File: src/hdl/VideoTxCsr_consts.svh
// widths, address map values and reset values
// shared by the video TX CSR block
`ifndef VIDEO_TX_CSR_CONSTS_SVH
`define VIDEO_TX_CSR_CONSTS_SVH

//----------------------------------------------------------------------
// slave bus
//----------------------------------------------------------------------
`define CSR_BUS_W		32
`define CSR_WSTB_BIT	30		// write strobe, address bit
`define CSR_BLK_HI		23		// block select field
`define CSR_BLK_LO		16
`define CSR_BLOCK_MAP	8'h04	// this CSR block
`define CSR_OFS_W		16

//----------------------------------------------------------------------
// register field widths
//----------------------------------------------------------------------
`define DMA_ADRS_W		19
`define COLOR_W			32
`define HPOS_W			11
`define VPOS_W			11
`define MCU_DQ_W		24		// panel data bus
`define MCU_IM_W		4		// panel interface mode
`define SCENE_TIM_W		7

// map size after reset, 480/16 by 272/16 tiles
`define MAP_X_RST		8'd30
`define MAP_Y_RST		8'd17

`endif

File: src/hdl/CsrMapPkg.sv
// register offset enum and the decoded bus access struct
`default_nettype none
`include "VideoTxCsr_consts.svh"

package CsrMapPkg;

	typedef enum logic [`CSR_OFS_W-1:0]
	{
		// dma
		OFS_DMA_EN		= 'h004,
		OFS_DMA_CYC		= 'h008,
		OFS_DMA_START	= 'h00C,
		OFS_DMA_END		= 'h010,
		OFS_DMA_ADD		= 'h014,
		OFS_VSG_RST		= 'h020,
		// mcu panel bus
		OFS_MCU_DQ		= 'h050,
		OFS_MCU_WRX		= 'h051,
		OFS_MCU_DCX		= 'h052,
		OFS_MCU_RDX		= 'h053,
		OFS_MCU_CSX		= 'h054,
		OFS_MCU_RST		= 'h055,
		OFS_MCU_IM		= 'h056,
		OFS_MCU_GATE	= 'h057,
		OFS_MCU_CONV_RST	= 'h058,
		OFS_MAP			= 'h100,
		// scene fader
		OFS_SCN_COLOR	= 'h300,
		OFS_SCN_TIM		= 'h301,
		OFS_SCN_FLAGS	= 'h302,
		OFS_SCN_ALPHA	= 'h303,	// read only
		OFS_PDP_H		= 'h400,	// read only
		OFS_PDP_V		= 'h401,
		OFS_NONE		= 'hFFFF
	} csrOfsE;

	typedef struct packed
	{
		logic					wEn;
		csrOfsE					wOfs;
		logic [`CSR_BUS_W-1:0]	wData;
	} csrAccessT;

endpackage

`default_nettype wire

File: src/hdl/VideoCtrlPkg.sv
// control groups driven to the video pipeline
// and the pixel position coming back from it
`default_nettype none
`include "VideoTxCsr_consts.svh"

package VideoCtrlPkg;

	typedef struct packed
	{
		logic						enable;
		logic						cycleEnable;	// reload enable on done
		logic [`DMA_ADRS_W-1:0]		adrsStart;
		logic [`DMA_ADRS_W-1:0]		adrsEnd;
		logic [`DMA_ADRS_W-1:0]		adrsAdd;
	} dmaCtrlT;

	// mcu mode panel pins, driven by software
	typedef struct packed
	{
		logic [`MCU_DQ_W-1:0]		dq;
		logic						wrx;
		logic						dcx;
		logic						rdx;
		logic						csx;
		logic						rst;
		logic [`MCU_IM_W-1:0]		im;
		logic						gate;
		logic						converterRst;
	} mcuBusT;

	typedef struct packed
	{
		logic [`COLOR_W-1:0]		color;
		logic [`SCENE_TIM_W-1:0]	frameTiming;
		logic						addEn;	// fade in
		logic						subEn;	// fade out
		logic						rst;
	} sceneCtrlT;

	typedef struct packed
	{
		logic [7:0]	xSize;	// tiles, max 255
		logic [7:0]	ySize;
	} mapSizeT;

	typedef struct packed
	{
		logic [`HPOS_W-1:0]	hpos;
		logic [`VPOS_W-1:0]	vpos;
	} pdpPosT;

endpackage

`default_nettype wire

File: src/hdl/CsrAdrsDecode.sv
// slave address decode into write access and read select
`default_nettype none
`include "VideoTxCsr_consts.svh"

module CsrAdrsDecode
(
	input	wire [`CSR_BUS_W-1:0]		iSUsiAdrs,
	input	wire [`CSR_BUS_W-1:0]		iSUsiWd,
	output	CsrMapPkg::csrAccessT		csrAccess,
	output	CsrMapPkg::csrOfsE			readSel
);

	logic [`CSR_OFS_W-1:0]	ofs;
	CsrMapPkg::csrOfsE		ofsSel;
	logic					blkHit;

	assign ofs		= iSUsiAdrs[`CSR_OFS_W-1:0];
	assign blkHit	= (iSUsiAdrs[`CSR_BLK_HI:`CSR_BLK_LO] == `CSR_BLOCK_MAP);

	// anything outside the kept map falls to OFS_NONE
	always_comb
	begin
		case (ofs)
			CsrMapPkg::OFS_DMA_EN, CsrMapPkg::OFS_DMA_CYC, CsrMapPkg::OFS_DMA_START,
			CsrMapPkg::OFS_DMA_END, CsrMapPkg::OFS_DMA_ADD, CsrMapPkg::OFS_VSG_RST,
			CsrMapPkg::OFS_MCU_DQ, CsrMapPkg::OFS_MCU_WRX, CsrMapPkg::OFS_MCU_DCX,
			CsrMapPkg::OFS_MCU_RDX, CsrMapPkg::OFS_MCU_CSX, CsrMapPkg::OFS_MCU_RST,
			CsrMapPkg::OFS_MCU_IM, CsrMapPkg::OFS_MCU_GATE, CsrMapPkg::OFS_MCU_CONV_RST,
			CsrMapPkg::OFS_MAP, CsrMapPkg::OFS_SCN_COLOR, CsrMapPkg::OFS_SCN_TIM,
			CsrMapPkg::OFS_SCN_FLAGS, CsrMapPkg::OFS_SCN_ALPHA, CsrMapPkg::OFS_PDP_H,
			CsrMapPkg::OFS_PDP_V:
				ofsSel = CsrMapPkg::csrOfsE'(ofs);
			default:
				ofsSel = CsrMapPkg::OFS_NONE;
		endcase
	end

	assign csrAccess.wEn	= iSUsiAdrs[`CSR_WSTB_BIT] & blkHit & (ofsSel != CsrMapPkg::OFS_NONE);
	assign csrAccess.wOfs	= ofsSel;
	assign csrAccess.wData	= iSUsiWd;

	// read select ignores block and strobe
	assign readSel = ofsSel;

endmodule

`default_nettype wire

File: src/hdl/DmaCsrRegs.sv
// DMA control registers with the done-driven auto cycle
`default_nettype none
`include "VideoTxCsr_consts.svh"

module DmaCsrRegs
(
	input	wire						iSCLK,
	input	wire						iSRST,
	input	wire CsrMapPkg::csrAccessT	csrAccess,
	input	wire						iDmaDone,
	output	VideoCtrlPkg::dmaCtrlT		dmaCtrl
);

	logic	enWr;

	assign enWr = csrAccess.wEn && (csrAccess.wOfs == CsrMapPkg::OFS_DMA_EN);

	always_ff @(posedge iSCLK)
	begin
		if (iSRST)
		begin
			dmaCtrl.enable		<= 1'b0;
			dmaCtrl.cycleEnable	<= 1'b0;
			dmaCtrl.adrsStart	<= '0;
			dmaCtrl.adrsEnd		<= '1;	// full range
			dmaCtrl.adrsAdd		<= '0;
		end
		else
		begin
			// done beats a write to the enable register
			if (iDmaDone)
				dmaCtrl.enable <= dmaCtrl.cycleEnable;
			else if (enWr)
				dmaCtrl.enable <= csrAccess.wData[0];

			if (csrAccess.wEn)
			begin
				case (csrAccess.wOfs)
					CsrMapPkg::OFS_DMA_CYC:
						dmaCtrl.cycleEnable <= csrAccess.wData[0];
					CsrMapPkg::OFS_DMA_START:
						dmaCtrl.adrsStart <= csrAccess.wData[`DMA_ADRS_W-1:0];
					CsrMapPkg::OFS_DMA_END:
						dmaCtrl.adrsEnd <= csrAccess.wData[`DMA_ADRS_W-1:0];
					CsrMapPkg::OFS_DMA_ADD:
						dmaCtrl.adrsAdd <= csrAccess.wData[`DMA_ADRS_W-1:0];
					default:
						;	// other bank or enable
				endcase
			end
		end
	end

	//----------------------------------------------------------------------
	// checks
	//----------------------------------------------------------------------
	// enable only comes up from software or from an auto cycle reload
	assert property (@(posedge iSCLK) disable iff (iSRST)
		$rose(dmaCtrl.enable) |-> $past(iDmaDone || enWr))
		else $error("dma enable rose without write or done");

endmodule

`default_nettype wire

File: src/hdl/VideoCsrRegs.sv
// VSG reset, MCU panel bus, map size and scene fader registers
`default_nettype none
`include "VideoTxCsr_consts.svh"

module VideoCsrRegs
(
	input	wire						iSCLK,
	input	wire						iSRST,
	input	wire CsrMapPkg::csrAccessT	csrAccess,
	output	logic						vsgRst,
	output	VideoCtrlPkg::mcuBusT		mcuBus,
	output	VideoCtrlPkg::mapSizeT		mapSize,
	output	VideoCtrlPkg::sceneCtrlT	sceneCtrl
);

	logic [`CSR_BUS_W-1:0]	wd;

	assign wd = csrAccess.wData;

	always_ff @(posedge iSCLK)
	begin
		if (iSRST)
		begin
			vsgRst					<= 1'b1;	// sync gen held in reset
			mcuBus.dq				<= '0;
			mcuBus.wrx				<= 1'b0;
			mcuBus.dcx				<= 1'b0;
			mcuBus.rdx				<= 1'b0;
			mcuBus.csx				<= 1'b1;	// chip deselected
			mcuBus.rst				<= 1'b0;
			mcuBus.im				<= '0;
			mcuBus.gate				<= 1'b1;	// mcu stream by default
			mcuBus.converterRst		<= 1'b1;
			mapSize.xSize			<= `MAP_X_RST;
			mapSize.ySize			<= `MAP_Y_RST;
			sceneCtrl.color			<= '0;
			sceneCtrl.frameTiming	<= '0;
			sceneCtrl.addEn			<= 1'b0;
			sceneCtrl.subEn			<= 1'b0;
			sceneCtrl.rst			<= 1'b1;
		end
		else if (csrAccess.wEn)
		begin
			case (csrAccess.wOfs)
				CsrMapPkg::OFS_VSG_RST:			vsgRst <= wd[0];
				CsrMapPkg::OFS_MCU_DQ:			mcuBus.dq <= wd[`MCU_DQ_W-1:0];
				CsrMapPkg::OFS_MCU_WRX:			mcuBus.wrx <= wd[0];
				CsrMapPkg::OFS_MCU_DCX:			mcuBus.dcx <= wd[0];
				CsrMapPkg::OFS_MCU_RDX:			mcuBus.rdx <= wd[0];
				CsrMapPkg::OFS_MCU_CSX:			mcuBus.csx <= wd[0];
				CsrMapPkg::OFS_MCU_RST:			mcuBus.rst <= wd[0];
				CsrMapPkg::OFS_MCU_IM:			mcuBus.im <= wd[`MCU_IM_W-1:0];
				CsrMapPkg::OFS_MCU_GATE:		mcuBus.gate <= wd[0];
				CsrMapPkg::OFS_MCU_CONV_RST:	mcuBus.converterRst <= wd[0];
				CsrMapPkg::OFS_MAP:
				begin
					mapSize.xSize <= wd[15:8];
					mapSize.ySize <= wd[7:0];
				end
				CsrMapPkg::OFS_SCN_COLOR:		sceneCtrl.color <= wd[`COLOR_W-1:0];
				CsrMapPkg::OFS_SCN_TIM:			sceneCtrl.frameTiming <= wd[`SCENE_TIM_W-1:0];
				// the three fader flags go together
				CsrMapPkg::OFS_SCN_FLAGS:
				begin
					sceneCtrl.addEn	<= wd[0];
					sceneCtrl.subEn	<= wd[1];
					sceneCtrl.rst	<= wd[2];
				end
				default:
					;
			endcase
		end
	end

	//----------------------------------------------------------------------
	// checks
	//----------------------------------------------------------------------
	// panel pins move one field per bus write
	assert property (@(posedge iSCLK) disable iff (iSRST)
		$countones({$changed(mcuBus.dq), $changed(mcuBus.wrx), $changed(mcuBus.dcx),
			$changed(mcuBus.rdx), $changed(mcuBus.csx), $changed(mcuBus.rst),
			$changed(mcuBus.im), $changed(mcuBus.gate),
			$changed(mcuBus.converterRst)}) <= 1)
		else $error("more than one mcu field changed in a cycle");

endmodule

`default_nettype wire

File: src/hdl/CsrReadMux.sv
// registered read data select over the control registers
// and the status inputs from the video side
`default_nettype none
`include "VideoTxCsr_consts.svh"

module CsrReadMux
(
	input	wire						iSCLK,
	input	wire						iSRST,
	input	wire CsrMapPkg::csrOfsE		readSel,
	input	wire VideoCtrlPkg::dmaCtrlT	dmaCtrl,
	input	wire						vsgRst,
	input	wire VideoCtrlPkg::mcuBusT	mcuBus,
	input	wire VideoCtrlPkg::mapSizeT	mapSize,
	input	wire VideoCtrlPkg::sceneCtrlT	sceneCtrl,
	input	wire						iSceneAlphaMax,
	input	wire						iSceneAlphaMin,
	input	wire VideoCtrlPkg::pdpPosT	pdpPos,
	output	logic [`CSR_BUS_W-1:0]		oSUsiRd
);

	// zero extension to the bus word
	typedef logic [`CSR_BUS_W-1:0] rdWordT;

	always_ff @(posedge iSCLK)
	begin
		if (iSRST)
			oSUsiRd <= '0;
		else
		begin
			case (readSel)
				CsrMapPkg::OFS_DMA_EN:			oSUsiRd <= rdWordT'(dmaCtrl.enable);
				CsrMapPkg::OFS_DMA_CYC:			oSUsiRd <= rdWordT'(dmaCtrl.cycleEnable);
				CsrMapPkg::OFS_DMA_START:		oSUsiRd <= rdWordT'(dmaCtrl.adrsStart);
				CsrMapPkg::OFS_DMA_END:			oSUsiRd <= rdWordT'(dmaCtrl.adrsEnd);
				CsrMapPkg::OFS_DMA_ADD:			oSUsiRd <= rdWordT'(dmaCtrl.adrsAdd);
				CsrMapPkg::OFS_VSG_RST:			oSUsiRd <= rdWordT'(vsgRst);
				// panel bus
				CsrMapPkg::OFS_MCU_DQ:			oSUsiRd <= rdWordT'(mcuBus.dq);
				CsrMapPkg::OFS_MCU_WRX:			oSUsiRd <= rdWordT'(mcuBus.wrx);
				CsrMapPkg::OFS_MCU_DCX:			oSUsiRd <= rdWordT'(mcuBus.dcx);
				CsrMapPkg::OFS_MCU_RDX:			oSUsiRd <= rdWordT'(mcuBus.rdx);
				CsrMapPkg::OFS_MCU_CSX:			oSUsiRd <= rdWordT'(mcuBus.csx);
				CsrMapPkg::OFS_MCU_RST:			oSUsiRd <= rdWordT'(mcuBus.rst);
				CsrMapPkg::OFS_MCU_IM:			oSUsiRd <= rdWordT'(mcuBus.im);
				CsrMapPkg::OFS_MCU_GATE:		oSUsiRd <= rdWordT'(mcuBus.gate);
				CsrMapPkg::OFS_MCU_CONV_RST:	oSUsiRd <= rdWordT'(mcuBus.converterRst);
				CsrMapPkg::OFS_MAP:
					oSUsiRd <= rdWordT'({mapSize.xSize, mapSize.ySize});	// x high byte
				// scene fader
				CsrMapPkg::OFS_SCN_COLOR:		oSUsiRd <= rdWordT'(sceneCtrl.color);
				CsrMapPkg::OFS_SCN_TIM:			oSUsiRd <= rdWordT'(sceneCtrl.frameTiming);
				CsrMapPkg::OFS_SCN_FLAGS:
					oSUsiRd <= rdWordT'({sceneCtrl.rst, sceneCtrl.subEn, sceneCtrl.addEn});
				CsrMapPkg::OFS_SCN_ALPHA:
					oSUsiRd <= rdWordT'({iSceneAlphaMax, iSceneAlphaMin});
				CsrMapPkg::OFS_PDP_H:			oSUsiRd <= rdWordT'(pdpPos.hpos);
				CsrMapPkg::OFS_PDP_V:			oSUsiRd <= rdWordT'(pdpPos.vpos);
				default:
					oSUsiRd <= '0;	// unmapped reads as zero
			endcase
		end
	end

endmodule

`default_nettype wire

File: src/hdl/VideoTxCsr.sv
// video TX control and status register block
// decode, DMA and video register banks, read data mux
`default_nettype none
`include "VideoTxCsr_consts.svh"

module VideoTxCsr
(
	input	wire						iSCLK,
	input	wire						iSRST,
	// slave bus
	input	wire [`CSR_BUS_W-1:0]		iSUsiAdrs,
	input	wire [`CSR_BUS_W-1:0]		iSUsiWd,
	output	logic [`CSR_BUS_W-1:0]		oSUsiRd,
	// dma
	output	VideoCtrlPkg::dmaCtrlT		dmaCtrl,
	input	wire						iDmaDone,
	// video side
	output	logic						vsgRst,
	output	VideoCtrlPkg::mcuBusT		mcuBus,
	output	VideoCtrlPkg::mapSizeT		mapSize,
	output	VideoCtrlPkg::sceneCtrlT	sceneCtrl,
	input	wire						iSceneAlphaMax,
	input	wire						iSceneAlphaMin,
	input	wire VideoCtrlPkg::pdpPosT	pdpPos
);

	CsrMapPkg::csrAccessT	csrAccess;
	CsrMapPkg::csrOfsE		readSel;

	//----------------------------------------------------------------------
	// address decode
	//----------------------------------------------------------------------
	CsrAdrsDecode CsrAdrsDecode_inst
	(
		.iSUsiAdrs	(iSUsiAdrs),
		.iSUsiWd	(iSUsiWd),
		.csrAccess	(csrAccess),
		.readSel	(readSel)
	);

	//----------------------------------------------------------------------
	// register banks
	//----------------------------------------------------------------------
	DmaCsrRegs DmaCsrRegs_inst
	(
		.iSCLK		(iSCLK),
		.iSRST		(iSRST),
		.csrAccess	(csrAccess),
		.iDmaDone	(iDmaDone),
		.dmaCtrl	(dmaCtrl)
	);

	VideoCsrRegs VideoCsrRegs_inst
	(
		.iSCLK		(iSCLK),
		.iSRST		(iSRST),
		.csrAccess	(csrAccess),
		.vsgRst		(vsgRst),
		.mcuBus		(mcuBus),
		.mapSize	(mapSize),
		.sceneCtrl	(sceneCtrl)
	);

	// one cycle read latency
	CsrReadMux CsrReadMux_inst
	(
		.iSCLK			(iSCLK),
		.iSRST			(iSRST),
		.readSel		(readSel),
		.dmaCtrl		(dmaCtrl),
		.vsgRst			(vsgRst),
		.mcuBus			(mcuBus),
		.mapSize		(mapSize),
		.sceneCtrl		(sceneCtrl),
		.iSceneAlphaMax	(iSceneAlphaMax),
		.iSceneAlphaMin	(iSceneAlphaMin),
		.pdpPos			(pdpPos),
		.oSUsiRd		(oSUsiRd)
	);

endmodule

`default_nettype wire

File: config.mk
export PLATFORM = sky130hd
export DESIGN_NAME = VideoTxCsr
export DESIGN_NICKNAME = d
export VERILOG_FILES = /design/src/hdl/CsrMapPkg.sv /design/src/hdl/VideoCtrlPkg.sv /design/src/hdl/CsrAdrsDecode.sv /design/src/hdl/DmaCsrRegs.sv /design/src/hdl/VideoCsrRegs.sv /design/src/hdl/CsrReadMux.sv /design/src/hdl/VideoTxCsr.sv
export VERILOG_INCLUDE_DIRS = /design/src /design/src/hdl
export SDC_FILE = /design/constraint.sdc
export NUM_CORES = 1
export LEC_CHECK = 0
export BUFFER_PORTS_ARGS = -buffer_cell sky130_fd_sc_hd__buf_2
export CORE_AREA = 2 2 143 145
export CTS_CLUSTER_SIZE = 10
export DETAILED_ROUTE_END_ITERATION = 8
export DIE_AREA = 0 0 145 147
export PLACE_DENSITY = 0.68
export SLEW_MARGIN = 10
export SYNTH_ARGS = -nofsm -noshare
export SYNTH_HDL_FRONTEND = slang
export SYNTH_SLANG_ARGS = --single-unit
File: constraint.sdc
create_clock -name iSCLK -period 2.6 [get_ports iSCLK]
set_input_delay 0.26 -clock iSCLK [delete_from_list [all_inputs] [get_ports iSCLK]]
set_output_delay 0.26 -clock iSCLK [all_outputs]
set_load 0.01 [all_outputs]
==> out/results.ini <==
[synthesis]
yosysWarnings=0
ys_seq_area_share_pct=47.5
syn-instance-count=966
synth_top_flop_cell=dfxtp_1
synth_area_leaders=dfxtp_1 48%, nand2_1 13%, a21oi_1 7.8%
synth_common_cells=263 x nand2_1, 185 x dfxtp_1, 122 x a21oi_1, 54 x clkbuf_1, 37 x nand3_1
avgSynthCellArea_um2=8.07
synth.most_common_cell=nand2_1
synth_edf_count=0
synth_fp_nets=1057
async_flop_share_pct=0
synth-seq-cells=185
syn_area_um2=7790
synth.distinct_cells=59
synth_area_leader_cell=dfxtp_1
synth_top_area_share_pct=47.5

[clock_tree]
cts_tree=built
post_cts_buffers=0
htree_levels=4
cts_sinks=185
clk_path_buf_depth=2
clock_latency_ps=440
cts_repair_resize_count=0
clockRootBuffer=clkbuf_16
hold_buffers=0
cts_buffers=17
clkTransAtPathRegs_ps=80

[sta]
whs_ps=58.3
period_share_pct=84.8
max_freq_mhz=454
grt_setup_unrepaired=false
min_period_ps=2200
hold_viol=0
finalSetupViolCount=0
max-slew-margin-rel_pct=51.9
worst_pin_slew_ps=722
slew_viol_final=0
finClkSkew_ps=6.84

[floorplan]
start_util_pct=39.3
die_w_um=145
floorplan.die_area_um2=21300
fp.coreArea_um2=19800
io_pins=276
num_rows=52
die_h_um=147

[worst_setup_path]
crit_chain=buf_2 -> or4_1 -> or2_1 -> buf_4 -> nor4_4 -> nand2_1 -> o21ai_0 -> a21oi_1
cp.required_ps=2910
ff2ff_setup_slack_ps=1130
start_kind=input port
r2r_start=VideoCsrRegs_inst.sceneCtrl[1]
path_max_fanout=16
ff2ff_path_depth=4
reg2reg_to=CsrReadMux_inst.oSUsiRd[1]
crit_type=in2reg
crit_path_max_incr_delay_ps=590
cp_slowest_cell=or4_1
worst_ep_arrival_time_ps=2510
worstSetupEndpointType=register

[power]
p_leak_nw=4.17
p_per_area_nw_per_um2=559
power.internal_w=0.00433
clockPowerShare_pct=46.2
p_comb_share_pct=4.7
p_seq_share_pct=49.1
switching_share_pct=24.8
net-switching-power_w=0.00143
ir_worst_vdd_mv=0.471

[final_layout]
num_antenna_cells=0
synthToLayoutAreaGrowth_pct=32.3
final_area_um2=10300
nets=1321
finalCoreUtilization_pct=51.9
drive_gt1_share_pct=31.0

[global_routing]
first_global_vias=7675
grt_overflow=0
antenna_found_initial=0
grt_pass1_wl_um=44400
track_usage_pct=26.5
grt_max_degree=51

[routing]
routed.top_layer=met4
drt_pass1_iterations=8
postRouteAntennaNets=0
vias_per_cell=5.46
wl_met1_um=12400
dr_wl_met2_um=13200
drt_wl_total_um=28800
drcViolationCount=0
vias=8262
drtIter0Drc=654
wl_per_cell_um=19.1
wl_met3_um=2490

[hold_path]
whs_endpoint=VideoCsrRegs_inst.sceneCtrl[39]
worstHoldPathCells=3
min_path_type=in2reg
min_from=iSUsiWd[29]

[placed_design]
port_buffers=268
place_congestion=0.945
dpl.hpwl_um=21000
dpl_cell_area_um2=9690

[job]
drv_cap=0

[run_status]
status=finished, final reports clean

state kept, by name (all words and copies together) (netlist names):
| signal | count |
|---|---|
| VideoCsrRegs_inst.mcuBus | 35 |
| VideoCsrRegs_inst.vsgRst | 1 |
| VideoCsrRegs_inst.mapSize | 16 |
| DmaCsrRegs_inst.dmaCtrl | 59 |
| VideoCsrRegs_inst.sceneCtrl | 42 |
| CsrReadMux_inst.oSUsiRd | 32 |
stage by stage:
| stage | setup slack, ps | instances | power (W) | TNS, ps |
|---|---|---|---|---|
| after floorplan | 281 | 966 | 0.00301 | 0 |
| after global placement | 12.4 | 1480 | 0.00316 | 0 |
| after detailed placement | -21.2 | 1480 | 0.00316 | -122 |
| after CTS | 425 | 1512 | 0.00579 | 0 |
| after global routing | 241 | 1513 | 0.00593 | 0 |
| final | 396 | 1513 | 0.00576 | 0 |
cell type report:
cell class,instances,area [um^2]
fill,1913,9540
clock buffer,18,439
timing repair buffer,330,1880
multi-input combinational,691,3750
inverter,5,18.8
clock inverter,14,175
tap,270,338
sequential,185,3700
logic make-up after synthesis:
family	share of synthesized area [%]
AO/OA/AOI/OAI	19.7
buffers and inverters	5.19
AND/OR/NAND/NOR	25.0
flip-flops	47.5
multiplexers	2.63
how the worst max path moves through the flow:
stage,to,start,depth (start not counted)
2_1_floorplan,DmaCsrRegs_inst.dmaCtrl[10],iSUsiAdrs[13],9
3_3_place_gp,VideoCsrRegs_inst.mapSize[15],iSUsiAdrs[5],8
3_5_place_dp,VideoCsrRegs_inst.mapSize[5],iSUsiAdrs[5],8
4_1_cts,VideoCsrRegs_inst.mapSize[1],iSUsiAdrs[5],8
5_1_grt,VideoCsrRegs_inst.mapSize[3],iSUsiAdrs[5],8
6_report,VideoCsrRegs_inst.mapSize[5],iSUsiAdrs[5],8
metal layers:
metal / global-route usage (%) / vias to the layer above
li1: - / 3930
met1: 36.0 / 3891
met2: 42.0 / 395
met3: 6.09 / 46
met4: 8.51 / 0
met5: 0 / -
critical path: cells and delay by family:
kind / cells / cell delay (ps)
simple gates: 4 / 1540
compound gates: 2 / 380
buf+inv: 2 / 310
placed cells by master (no fill, tap or decap), types with 22 or more instances in the layout:
master / count
buf_2: 267
nand2_1: 263
dfxtp_1: 185
a21oi_1: 122
buf_4: 57
nand3_1: 37
o21ai_0: 31
a22oi_1: 31
nor2_1: 28
a31oi_1: 22
power groups by stage:
| stage | clock network [W] | logic, W | registers, W |
|---|---|---|---|
| after floorplan | 0 | 0.000107 | 0.00290 |
| after global placement | 0 | 0.000264 | 0.00290 |
| after detailed placement | 0 | 0.000266 | 0.00290 |
| after CTS | 0.00269 | 0.000267 | 0.00283 |
| after global routing | 0.00281 | 0.000291 | 0.00283 |
| final | 0.00266 | 0.000272 | 0.00283 |
No activity file was read; power rests on OpenSTA's default activity.
